**src/hw/cpu_types_pkg.sv**
```systemverilog
// ======================================================================
// Machine word types shared by every unit of the core
// Word, register number and PSW flag definitions, plus the bus width
// ======================================================================

package cpu_types_pkg;

    localparam int unsigned WORD_W    = 16;    // data and address bus width
    localparam int unsigned REG_IDX_W = 3;     // eight general registers

    typedef logic [WORD_W-1:0]    word_t;      // data word, also bus address
    typedef logic [REG_IDX_W-1:0] reg_idx_t;   // register number

    localparam reg_idx_t PC_REG = 3'd7;        // R7 is the program counter

    // condition codes, same order as PSW bits 3..0
    typedef struct packed {
        logic n;
        logic z;
        logic v;
        logic c;
    } psw_t;

endpackage

```
**src/hw/isa_pkg.sv**
```systemverilog
// ======================================================================
// Instruction set definitions for the reduced PDP-11 style core
// Opcode fields, instruction classes, decoded instruction and the
// one-cycle command strobes from the sequencer to the datapath
// ======================================================================

package isa_pkg;

    // double-operand opcodes, bits 15..12
    localparam logic [3:0] OPC_MOV = 4'b0001;
    localparam logic [3:0] OPC_CMP = 4'b0010;
    localparam logic [3:0] OPC_ADD = 4'b0110;
    localparam logic [3:0] OPC_SUB = 4'b1110;

    // branch high bytes, bits 15..8
    localparam logic [7:0] BR_HI  = 8'o001;
    localparam logic [7:0] BNE_HI = 8'o002;
    localparam logic [7:0] BEQ_HI = 8'o003;

    localparam logic [15:0] HALT_WORD  = 16'o000000;
    localparam logic [15:0] RESET_WORD = 16'o000005;

    // addressing modes
    localparam logic [2:0] MODE_REG     = 3'd0;
    localparam logic [2:0] MODE_DEF     = 3'd1;
    localparam logic [2:0] MODE_AUTOINC = 3'd2;

    typedef enum logic [3:0] {
        OP_MOV, OP_ADD, OP_SUB, OP_CMP,
        OP_BR, OP_BNE, OP_BEQ,
        OP_RESET, OP_HALT, OP_NOP
    } op_class_e;

    typedef struct packed {
        op_class_e               op;
        cpu_types_pkg::reg_idx_t src_reg;
        logic                    src_imm;       // (R7)+ immediate word
        cpu_types_pkg::reg_idx_t dst_reg;
        logic                    dst_deferred;  // @Rn store
        logic signed [7:0]       br_offset;     // in words
    } decoded_t;

    typedef struct packed {
        logic load_ir;
        logic pc_inc;
        logic addr_from_pc;
        logic addr_from_src;
        logic addr_from_dst;
        logic src_from_reg;
        logic src_from_bus;
        logic alu_exec;
        logic dst_write;
        logic wdata_latch;
        logic branch;
    } dp_cmd_t;

endpackage

```
**src/hw/cpu_control.sv**
```systemverilog
// ======================================================================
// Control sequencer of the core
// Runs the fetch, immediate-operand and store bus cycles over the
// DIN/DOUT/RPLY handshake and strobes datapath commands each cycle
// ======================================================================

module cpu_control (
    input  logic              clk,
    input  logic              rst_n_i,
    input  logic              ce_i,
    input  isa_pkg::decoded_t decoded_i,
    input  logic              branch_taken_i,
    input  logic              rply_i,
    output isa_pkg::dp_cmd_t  cmd_o,
    output logic              din_o,
    output logic              dout_o,
    output logic              ifetch_o,
    output logic              init_req_o,
    output logic              halt_o
);
    import isa_pkg::*;

    typedef enum logic [2:0] {
        FETCH,
        SRC_IMM,
        EXEC,
        WRITE,
        HALTED
    } state_e;

    state_e state_q;
    logic   is_alu;
    logic   is_branch;
    logic   bus_done;

    assign is_alu    = decoded_i.op inside {OP_MOV, OP_ADD, OP_SUB, OP_CMP};
    assign is_branch = decoded_i.op inside {OP_BR, OP_BNE, OP_BEQ};
    assign bus_done  = (din_o || dout_o) && rply_i;   // reply ends the cycle

    // ==================================================================
    // state and bus strobes
    // ==================================================================
    always_ff @(posedge clk) begin
        if (!rst_n_i) begin
            state_q  <= FETCH;
            din_o    <= 1'b0;
            dout_o   <= 1'b0;
            ifetch_o <= 1'b0;
            halt_o   <= 1'b0;
        end else if (ce_i) begin
            case (state_q)
                FETCH: begin
                    if (!din_o) begin
                        din_o    <= 1'b1;    // address latched this edge
                        ifetch_o <= 1'b1;
                    end else if (bus_done) begin
                        din_o    <= 1'b0;
                        ifetch_o <= 1'b0;
                        state_q  <= SRC_IMM;
                    end
                end
                SRC_IMM: begin
                    if (!decoded_i.src_imm) begin
                        state_q <= EXEC;
                    end else if (!din_o) begin
                        din_o <= 1'b1;       // read the word after the opcode
                    end else if (bus_done) begin
                        din_o   <= 1'b0;
                        state_q <= EXEC;
                    end
                end
                EXEC: begin
                    if (decoded_i.op == OP_HALT) begin
                        halt_o  <= 1'b1;
                        state_q <= HALTED;
                    end else if (is_alu && decoded_i.dst_deferred) begin
                        dout_o  <= 1'b1;
                        state_q <= WRITE;
                    end else begin
                        state_q <= FETCH;
                    end
                end
                WRITE: begin
                    if (bus_done) begin
                        dout_o  <= 1'b0;
                        state_q <= FETCH;
                    end
                end
                HALTED: state_q <= HALTED;   // only reset leaves
                default: state_q <= FETCH;
            endcase
        end
    end

    // ==================================================================
    // datapath strobes, taken by the datapath only on enabled edges
    // ==================================================================
    always_comb begin
        cmd_o      = '0;
        init_req_o = 1'b0;
        case (state_q)
            FETCH: begin
                cmd_o.addr_from_pc = !din_o;
                cmd_o.load_ir      = bus_done;
                cmd_o.pc_inc       = bus_done;
            end
            SRC_IMM: begin
                if (!decoded_i.src_imm) begin
                    cmd_o.src_from_reg = 1'b1;
                end else begin
                    cmd_o.addr_from_src = !din_o;   // src reg is R7 here
                    cmd_o.src_from_bus  = bus_done;
                    cmd_o.pc_inc        = bus_done;
                end
            end
            EXEC: begin
                cmd_o.alu_exec      = is_alu;
                cmd_o.dst_write     = is_alu && !decoded_i.dst_deferred &&
                                      decoded_i.op != OP_CMP;
                cmd_o.wdata_latch   = is_alu && decoded_i.dst_deferred;
                cmd_o.addr_from_dst = is_alu && decoded_i.dst_deferred;
                cmd_o.branch        = is_branch && branch_taken_i;
                init_req_o          = (decoded_i.op == OP_RESET);
            end
            default: cmd_o = '0;
        endcase
    end

    a_one_strobe: assert property (@(posedge clk) disable iff (!rst_n_i)
        !(din_o && dout_o));

    // a strobe only drops on an enabled edge with the reply present
    a_strobe_held: assert property (@(posedge clk) disable iff (!rst_n_i)
        (din_o || dout_o) && !(ce_i && rply_i) |=> $stable({din_o, dout_o}));

endmodule

```
**src/hw/cpu_core.sv**
```systemverilog
// ======================================================================
// Core top: sequencer, decoder and datapath on the DIN/DOUT/RPLY bus
// Also stretches the RESET instruction into the peripheral INIT pulse
// ======================================================================

module cpu_core #(
    parameter cpu_types_pkg::word_t BOOT_ADDR   = 16'o100000,
    parameter int unsigned          INIT_CYCLES = 10
) (
    input  logic                 clk,
    input  logic                 rst_n_i,
    input  logic                 ce_i,
    input  logic                 rply_i,
    input  cpu_types_pkg::word_t data_i,
    output cpu_types_pkg::word_t addr_o,
    output cpu_types_pkg::word_t data_o,
    output logic                 din_o,
    output logic                 dout_o,
    output logic                 ifetch_o,
    output logic                 init_o,
    output logic                 halt_o
);
    import cpu_types_pkg::*;
    import isa_pkg::*;

    localparam int unsigned CNT_W = $clog2(INIT_CYCLES + 1);

    decoded_t         decoded;
    dp_cmd_t          cmd;
    word_t            opcode;
    logic             branch_taken;
    logic             init_req;
    logic [CNT_W-1:0] init_cnt_q;

    cpu_control control_i (
        .clk            (clk),
        .rst_n_i        (rst_n_i),
        .ce_i           (ce_i),
        .decoded_i      (decoded),
        .branch_taken_i (branch_taken),
        .rply_i         (rply_i),
        .cmd_o          (cmd),
        .din_o          (din_o),
        .dout_o         (dout_o),
        .ifetch_o       (ifetch_o),
        .init_req_o     (init_req),
        .halt_o         (halt_o)
    );

    instr_decode decode_i (
        .opcode_i  (opcode),
        .decoded_o (decoded)
    );

    cpu_datapath #(
        .BOOT_ADDR (BOOT_ADDR)
    ) datapath_i (
        .clk            (clk),
        .rst_n_i        (rst_n_i),
        .ce_i           (ce_i),
        .cmd_i          (cmd),
        .decoded_i      (decoded),
        .data_i         (data_i),
        .opcode_o       (opcode),
        .addr_o         (addr_o),
        .data_o         (data_o),
        .branch_taken_o (branch_taken)
    );

    // INIT stretcher, counts enabled cycles only
    always_ff @(posedge clk) begin
        if (!rst_n_i) begin
            init_cnt_q <= '0;
        end else if (ce_i) begin
            if (init_req) begin
                init_cnt_q <= CNT_W'(INIT_CYCLES);
            end else if (init_cnt_q != '0) begin
                init_cnt_q <= init_cnt_q - 1'b1;
            end
        end
    end

    assign init_o = (init_cnt_q != '0);

endmodule

```
**src/hw/cpu_datapath.sv**
```systemverilog
// ======================================================================
// Datapath of the core
// R0-R6, PC, instruction register, source latch, ALU with PSW flags,
// branch evaluation and the bus address and write data registers
// ======================================================================

module cpu_datapath #(
    parameter cpu_types_pkg::word_t BOOT_ADDR = 16'o100000
) (
    input  logic                 clk,
    input  logic                 rst_n_i,
    input  logic                 ce_i,
    input  isa_pkg::dp_cmd_t     cmd_i,
    input  isa_pkg::decoded_t    decoded_i,
    input  cpu_types_pkg::word_t data_i,
    output cpu_types_pkg::word_t opcode_o,
    output cpu_types_pkg::word_t addr_o,
    output cpu_types_pkg::word_t data_o,
    output logic                 branch_taken_o
);
    import cpu_types_pkg::*;
    import isa_pkg::*;

    localparam int unsigned MSB = WORD_W - 1;

    word_t gpr [0:PC_REG-1];     // R0-R6
    word_t pc_q;
    word_t ir_q;
    word_t src_q;                // source operand latch
    word_t addr_q;
    word_t wdata_q;
    psw_t  psw_q;

    word_t src_val;
    word_t dst_val;
    word_t alu_res;
    psw_t  alu_flags;
    logic [WORD_W:0] sum_ext;    // carry or borrow in the top bit
    word_t br_disp;

    assign src_val = (decoded_i.src_reg == PC_REG) ? pc_q : gpr[decoded_i.src_reg];
    assign dst_val = (decoded_i.dst_reg == PC_REG) ? pc_q : gpr[decoded_i.dst_reg];

    assign br_disp = {{(WORD_W-9){decoded_i.br_offset[7]}}, decoded_i.br_offset, 1'b0};

    // ==================================================================
    // ALU and flags
    // ==================================================================
    always_comb begin
        alu_res   = src_q;
        alu_flags = psw_q;
        sum_ext   = '0;
        case (decoded_i.op)
            OP_ADD: begin
                sum_ext     = {1'b0, dst_val} + {1'b0, src_q};
                alu_flags.v = (src_q[MSB] == dst_val[MSB]) && (sum_ext[MSB] != src_q[MSB]);
            end
            OP_SUB: begin
                sum_ext     = {1'b0, dst_val} - {1'b0, src_q};
                alu_flags.v = (src_q[MSB] != dst_val[MSB]) && (sum_ext[MSB] == src_q[MSB]);
            end
            OP_CMP: begin
                sum_ext     = {1'b0, src_q} - {1'b0, dst_val};   // src - dst
                alu_flags.v = (src_q[MSB] != dst_val[MSB]) && (sum_ext[MSB] == dst_val[MSB]);
            end
            default: alu_flags.v = 1'b0;   // MOV, C kept
        endcase
        if (decoded_i.op inside {OP_ADD, OP_SUB, OP_CMP}) begin
            alu_res     = sum_ext[MSB:0];
            alu_flags.c = sum_ext[WORD_W];
        end
        alu_flags.n = alu_res[MSB];
        alu_flags.z = (alu_res == '0);
    end

    always_comb begin
        case (decoded_i.op)
            OP_BR:   branch_taken_o = 1'b1;
            OP_BNE:  branch_taken_o = !psw_q.z;
            OP_BEQ:  branch_taken_o = psw_q.z;
            default: branch_taken_o = 1'b0;
        endcase
    end

    // ==================================================================
    // PC and flags
    // ==================================================================
    always_ff @(posedge clk) begin
        if (!rst_n_i) begin
            pc_q  <= BOOT_ADDR;
            psw_q <= '0;
        end else if (ce_i) begin
            if (cmd_i.pc_inc) begin
                pc_q <= pc_q + word_t'(2);
            end else if (cmd_i.branch) begin
                pc_q <= pc_q + br_disp;      // offset counts words
            end
            if (cmd_i.alu_exec) begin
                psw_q <= alu_flags;
            end
        end
    end

    // registers and bus latches
    always_ff @(posedge clk) begin
        if (ce_i) begin
            if (cmd_i.load_ir) begin
                ir_q <= data_i;
            end
            if (cmd_i.src_from_reg) begin
                src_q <= src_val;
            end else if (cmd_i.src_from_bus) begin
                src_q <= data_i;             // immediate word
            end
            if (cmd_i.addr_from_pc) begin
                addr_q <= pc_q;
            end else if (cmd_i.addr_from_src) begin
                addr_q <= src_val;
            end else if (cmd_i.addr_from_dst) begin
                addr_q <= dst_val;
            end
            if (cmd_i.wdata_latch) begin
                wdata_q <= alu_res;
            end
            if (cmd_i.dst_write && decoded_i.dst_reg != PC_REG) begin
                gpr[decoded_i.dst_reg] <= alu_res;
            end
        end
    end

    assign opcode_o = ir_q;
    assign addr_o   = addr_q;
    assign data_o   = wdata_q;

    a_pc_even: assert property (@(posedge clk) disable iff (!rst_n_i) !pc_q[0]);

endmodule

```
**src/hw/instr_decode.sv**
```systemverilog
// ======================================================================
// Combinational instruction decoder
// Maps the instruction register onto a decoded_t; anything outside
// the supported subset comes out as OP_NOP
// ======================================================================

module instr_decode (
    input  cpu_types_pkg::word_t opcode_i,
    output isa_pkg::decoded_t    decoded_o
);
    import cpu_types_pkg::*;
    import isa_pkg::*;

    logic [2:0] src_mode;
    logic [2:0] dst_mode;
    op_class_e  dop_class;
    logic       src_ok;
    logic       dst_ok;

    assign src_mode = opcode_i[11:9];
    assign dst_mode = opcode_i[5:3];

    always_comb begin
        decoded_o           = '0;
        decoded_o.op        = OP_NOP;
        decoded_o.src_reg   = opcode_i[8:6];
        decoded_o.dst_reg   = opcode_i[2:0];
        decoded_o.br_offset = opcode_i[7:0];

        case (opcode_i[15:12])
            OPC_MOV: dop_class = OP_MOV;
            OPC_CMP: dop_class = OP_CMP;
            OPC_ADD: dop_class = OP_ADD;
            OPC_SUB: dop_class = OP_SUB;
            default: dop_class = OP_NOP;
        endcase

        // source is Rn or the immediate (R7)+
        src_ok = (src_mode == MODE_REG) ||
                 (src_mode == MODE_AUTOINC && opcode_i[8:6] == PC_REG);

        // no PC destination; @Rn only as a MOV store, there is no
        // read-modify-write cycle in this core
        dst_ok = (opcode_i[2:0] != PC_REG) &&
                 ((dst_mode == MODE_REG) ||
                  (dst_mode == MODE_DEF && dop_class == OP_MOV));

        if (dop_class != OP_NOP) begin
            if (src_ok && dst_ok) begin
                decoded_o.op           = dop_class;
                decoded_o.src_imm      = (src_mode == MODE_AUTOINC);
                decoded_o.dst_deferred = (dst_mode == MODE_DEF);
            end
        end else if (opcode_i[15:8] == BR_HI) begin
            decoded_o.op = OP_BR;
        end else if (opcode_i[15:8] == BNE_HI) begin
            decoded_o.op = OP_BNE;
        end else if (opcode_i[15:8] == BEQ_HI) begin
            decoded_o.op = OP_BEQ;
        end else if (opcode_i == HALT_WORD) begin
            decoded_o.op = OP_HALT;
        end else if (opcode_i == RESET_WORD) begin
            decoded_o.op = OP_RESET;
        end
    end

endmodule

```
**config.mk**
```make
export PLATFORM = sky130hd
export DESIGN_NAME = cpu_core
export DESIGN_NICKNAME = d
export VERILOG_FILES = /design/src/hw/cpu_types_pkg.sv /design/src/hw/isa_pkg.sv /design/src/hw/cpu_control.sv /design/src/hw/cpu_core.sv /design/src/hw/cpu_datapath.sv /design/src/hw/instr_decode.sv
export SDC_FILE = /design/constraint.sdc
export NUM_CORES = 1
export LEC_CHECK = 0
export BUFFER_PORTS_ARGS = -buffer_cell sky130_fd_sc_hd__buf_4
export CORE_MARGIN = 4
export CORE_UTILIZATION = 30
export CTS_CLUSTER_DIAMETER = 200
export DETAILED_ROUTE_END_ITERATION = 10
export PLACE_DENSITY_LB_ADDON = 0.3
export SYNTH_ARGS = -nofsm -noshare
export SYNTH_HDL_FRONTEND = slang
export SYNTH_SLANG_ARGS = --single-unit
```
**constraint.sdc**
```tcl
create_clock -name clk -period 6.1 [get_ports clk]
set_input_delay 1.22 -clock clk [delete_from_list [all_inputs] [get_ports clk]]
set_output_delay 1.22 -clock clk [all_outputs]
set_load 0.03 [all_outputs]
```
==> reports/qor.txt <==
CRITICAL PATH
----------------------------------------------------------------------------------------
Critical register-to-register path endpoint                                 datapath_i.gpr[1][15]$_DFFE_PP_
Register-to-Register Path Depth                                                       17
CP endpoint kind                                                                register
Crit-path max FO                                                                      12
Startpoint of the worst-slack reg-to-reg timing path                        datapath_i.opcode_o[1]$_DFFE_PP_
Arrival time reported for the critical path endpoint                             5.82 ns
Critical Path Start Type                                                        register
Worst EP required                                                                6.31 ns
Class of the most critical setup path                                       register to register
Worst R2R Setup Slack                                                            0.50 ns

GRT
----------------------------------------------------------------------------------------
Pin count of the biggest net entering global routing                                  49
Overall track demand over capacity in global routing                               0.163
Total congestion overflow                                                              0
Initial antenna violation count                                                        0
First-pass GRT wire length                                                     55,600 um
Number of global-route vias before repair                                          8,918

FINISH
----------------------------------------------------------------------------------------
Share of final-layout standard cells stronger than drive strength 1                0.179
FF/Latch Area                                                                   5950 um2
Final net count                                                                    1,253
Filler cell count                                                                  3,945
Relative area change from synthesis to final layout                                16.6%
Area occupied by multi-input gates                                              5870 um2
Commonest non-fill, non-tap cell in the layout                              sky130_fd_sc_hd__edfxtp_1
Most frequent cells in the layout                                           sky130_fd_sc_hd__edfxtp_1 (176), sky130_fd_sc_hd__nand2_1 (119), sky130_fd_sc_hd__nor2_1 (104)

CLOCKING
----------------------------------------------------------------------------------------
CTS tree                                                                            done
Library cell used as clock root buffer                                      sky130_fd_sc_hd__clkbuf_16
CTS H-tree lvls                                                                        1
Clock buffers created by TritonCTS                                                    25
Latest clock arrival within the worst-skew pair                                  0.53 ns
Largest buffer count on any clock path                                                 3
Number of hold buffers added after cts                                                 0
Reg clk slew, reported paths                                                     0.07 ns
Post_cts resized                                                                       0
Number of clock sinks                                                                209
Number of buffers added for setup after CTS                                            0

TIMING
----------------------------------------------------------------------------------------
Final count of negative-setup-slack endpoints                                          0
Final period util                                                                  0.918
Hold Violations, Final                                                                 0
Slew @ Worst Pin                                                                 1.28 ns
Max-slew violations                                                                    0
Final critical-path required period                                              5.60 ns
Achievable clock frequency                                                     0.179 GHz
Post-route clock skew                                                          0.0101 ns
Max_slew headroom                                                                  0.136
Sum Neg Setup Slack                                                                 0 ns
RSZ-0062 raised after global routing                                                  no

YOSYS
----------------------------------------------------------------------------------------
Mux share of post-synthesis cell area                                              0.115
Number of synthesized register bits                                                  209
Cell count after synthesis                                                         1,120
YS warnings                                                                            0
Dominant synthesized flop cell                                              sky130_fd_sc_hd__edfxtp_1
Share of the yosys chip area belonging to registers                                0.489
Dominant combinational cell family by area after synthesis                  simple AND/OR/NAND/NOR gates
Async set-reset flop share out of synthesis                                            0
Synth Area in Adders                                                              0.0533
Compound-Gate Fraction of Synth Area                                               0.130
Share of the synthesized netlist area taken by xor and xnor gates                 0.0367
Synthesized area divided by synthesized cell count                              10.9 um2
Net Count, Synth                                                                   1,190
Synth Area in Simple Gates                                                         0.144
Yosys cell types                                                                      73
EDFF count, synth                                                                    176
Post-synthesis instance area                                                  12,200 um2

FLOORPLAN
----------------------------------------------------------------------------------------
Vert. Die Dim                                                                     209 um
Area of the core                                                              39,900 um2
Die area                                                                      43,900 um2
Starting density of the core                                                       0.305
X dimension of the die                                                            209 um
Top-level I/O count                                                                   57
Number of core rows                                                                   73

ROUTING
----------------------------------------------------------------------------------------
Post-route ant nets                                                                    0
Post-DR vias/cell                                                                   5.32
WL final                                                                       36,800 um
Initial DRC count                                                                    850
Number of vias in the routed layout                                                9,190
Number of search-and-repair iterations in the first detailed-routing pass              5
# DRC                                                                                  0
Routed length per instance                                                       21.3 um

HOLD PATH
----------------------------------------------------------------------------------------
End point of the worst hold path                                            control_i.ifetch_o$_SDFFE_PN0P_
Worst Min Path Start                                                        control_i.ifetch_o$_SDFFE_PN0P_
Worst Hold Depth                                                                       2
Hold Crit Class                                                             register to register

PLACEMENT
----------------------------------------------------------------------------------------
Half-perimeter wire length after placement                                     26,900 um
Count of buffers from port buffering                                                  56
Weighted congestion at the end of routability-driven global placement              0.974

PWR
----------------------------------------------------------------------------------------
Areal power density over the cells                                            266 nW/um2
Worst-case vdd ir drop                                                          0.216 mV
Overall Power                                                                    3770 uW
Leakage power total                                                           0.00529 uW

JOB
----------------------------------------------------------------------------------------
Number of violations of the max-capacitance limit                                      0

OUTCOME
----------------------------------------------------------------------------------------
Run status                                                                     completed

-- cell usage after synthesis, types with 8 or more instances --
library cell | count | area (um2)
sky130_fd_sc_hd__a31oi_1 | 13 | 81.3
sky130_fd_sc_hd__and2_1 | 8 | 50.1
sky130_fd_sc_hd__nand3_1 | 26 | 130
sky130_fd_sc_hd__nor2_1 | 106 | 398
sky130_fd_sc_hd__mux4_2 | 32 | 721
sky130_fd_sc_hd__ha_1 | 47 | 588
sky130_fd_sc_hd__a21oi_1 | 79 | 395
sky130_fd_sc_hd__dfxtp_1 | 33 | 661
sky130_fd_sc_hd__mux2_2 | 15 | 169
sky130_fd_sc_hd__o21ai_0 | 81 | 405
sky130_fd_sc_hd__a21o_1 | 11 | 82.6
sky130_fd_sc_hd__xor2_1 | 25 | 219
sky130_fd_sc_hd__mux2i_1 | 47 | 470
sky130_fd_sc_hd__nand2b_1 | 19 | 119
sky130_fd_sc_hd__edfxtp_1 | 176 | 5290
sky130_fd_sc_hd__inv_1 | 39 | 146
sky130_fd_sc_hd__nor3_1 | 24 | 120
sky130_fd_sc_hd__o2111ai_1 | 11 | 96.3
sky130_fd_sc_hd__nor2b_1 | 11 | 68.8
sky130_fd_sc_hd__clkbuf_1 | 39 | 146
sky130_fd_sc_hd__nand2_1 | 119 | 447
sky130_fd_sc_hd__xnor2_1 | 26 | 228
-- stage by stage --
| stage | util | area (um2) | cells | hold slack [ns] | setup WS (ns) |
|---|---|---|---|---|---|
| floorplan | - | 12200 | 1120 | 0.453 | 1.53 |
| global placement | 0.334 | 13300 | 1681 | 0.463 | 0.785 |
| detailed placement | 0.334 | 13300 | 1681 | 0.476 | 0.616 |
| CTS | 0.356 | 14200 | 1727 | 0.489 | 0.583 |
| global route | 0.356 | 14200 | 1727 | 0.507 | 0.0698 |
| finish | 0.356 | 14200 | 1728 | 0.483 | 0.499 |
-- critical path: stages, from the launching register on --
cell and delay [ns]:
sky130_fd_sc_hd__edfxtp_1 0.58, sky130_fd_sc_hd__nand3_1 0.50, sky130_fd_sc_hd__o2111ai_1 0.23, sky130_fd_sc_hd__nand3_1 0.26
sky130_fd_sc_hd__nor4_2 0.56, sky130_fd_sc_hd__nand3_1 0.25, sky130_fd_sc_hd__o21ai_0 0.26, sky130_fd_sc_hd__xor2_1 0.18
sky130_fd_sc_hd__ha_1 0.31, sky130_fd_sc_hd__a21o_1 0.20, sky130_fd_sc_hd__a21oi_1 0.24, sky130_fd_sc_hd__o31ai_1 0.11
sky130_fd_sc_hd__a21o_1 0.18, sky130_fd_sc_hd__a31oi_1 0.25, sky130_fd_sc_hd__a21oi_1 0.15, sky130_fd_sc_hd__a31oi_1 0.22
sky130_fd_sc_hd__xnor2_1 0.10, sky130_fd_sc_hd__o211ai_1 0.68
-- kinds of logic after synthesis --
logic type	count (synthesis)
and+or+nand+nor	362
AOI/OAI and AO/OA	256
DFF	209
xor gates and xnor gates	51
buffers and inverters	95
muxes	97
adders and majority gates	50
-- layer usage --
metal	global-route usage	part of all wire	vias to the layer above	wire (um)
met5	0	0	-	0
met4	0.0430	0.031	0	1160
met3	0.0224	0.056	54	2050
met2	0.264	0.46	295	16900
met1	0.231	0.45	4524	16700
li1	-	-	4317	-
-- state kept, by name, indices dropped and copies added (netlist names), 3 cells and up, named ones only --
register	count
control_i.state_q	3
datapath_i.addr_o	16
datapath_i.data_o	16
datapath_i.gpr	112
datapath_i.opcode_o	16
datapath_i.pc_q	15
datapath_i.src_q	16
init_cnt_q	4
-- how the worst max path moves through the flow --
| stage | startpoint | endpoint | slack (ns) | depth (start not counted) |
|---|---|---|---|---|
| final | datapath_i.opcode_o[1]$_DFFE_PP_ | datapath_i.gpr[1][15]$_DFFE_PP_ | 0.50 | 17 |
| after global placement | datapath_i.opcode_o[1]$_DFFE_PP_ | datapath_i.psw_q[2]$_SDFFE_PN0P_ | 0.78 | 18 |
| after floorplan | register | datapath_i.psw_q[2]$_SDFFE_PN0P_ | 1.53 | 21 |
| after global routing | datapath_i.opcode_o[1]$_DFFE_PP_ | datapath_i.gpr[1][15]$_DFFE_PP_ | 0.07 | 16 |
| after CTS | datapath_i.opcode_o[1]$_DFFE_PP_ | datapath_i.gpr[1][15]$_DFFE_PP_ | 0.58 | 17 |
| after detailed placement | datapath_i.opcode_o[1]$_DFFE_PP_ | datapath_i.gpr[1][15]$_DFFE_PP_ | 0.62 | 17 |
-- report_power, final --
group          internal, uW  leakage, uW  switching [uW]
logic                   225      0.00300             346
clock network           938     0.000427             640
registers              1580      0.00187            40.0
total                  2750      0.00529            1030
-- final cells by class --
| type | count | share of cell area |
|---|---|---|
| well taps | 525 | 0.0463 |
| clock inverters | 21 | 0.0178 |
| inverters | 39 | 0.0103 |
| multi-input cells | 816 | 0.413 |
| flip-flops and latches | 209 | 0.419 |
| repair buffers | 92 | 0.0487 |
| diodes | 1 | 0.000176 |
| clock buffers | 25 | 0.0441 |
(Power assumes the default switching activity.)
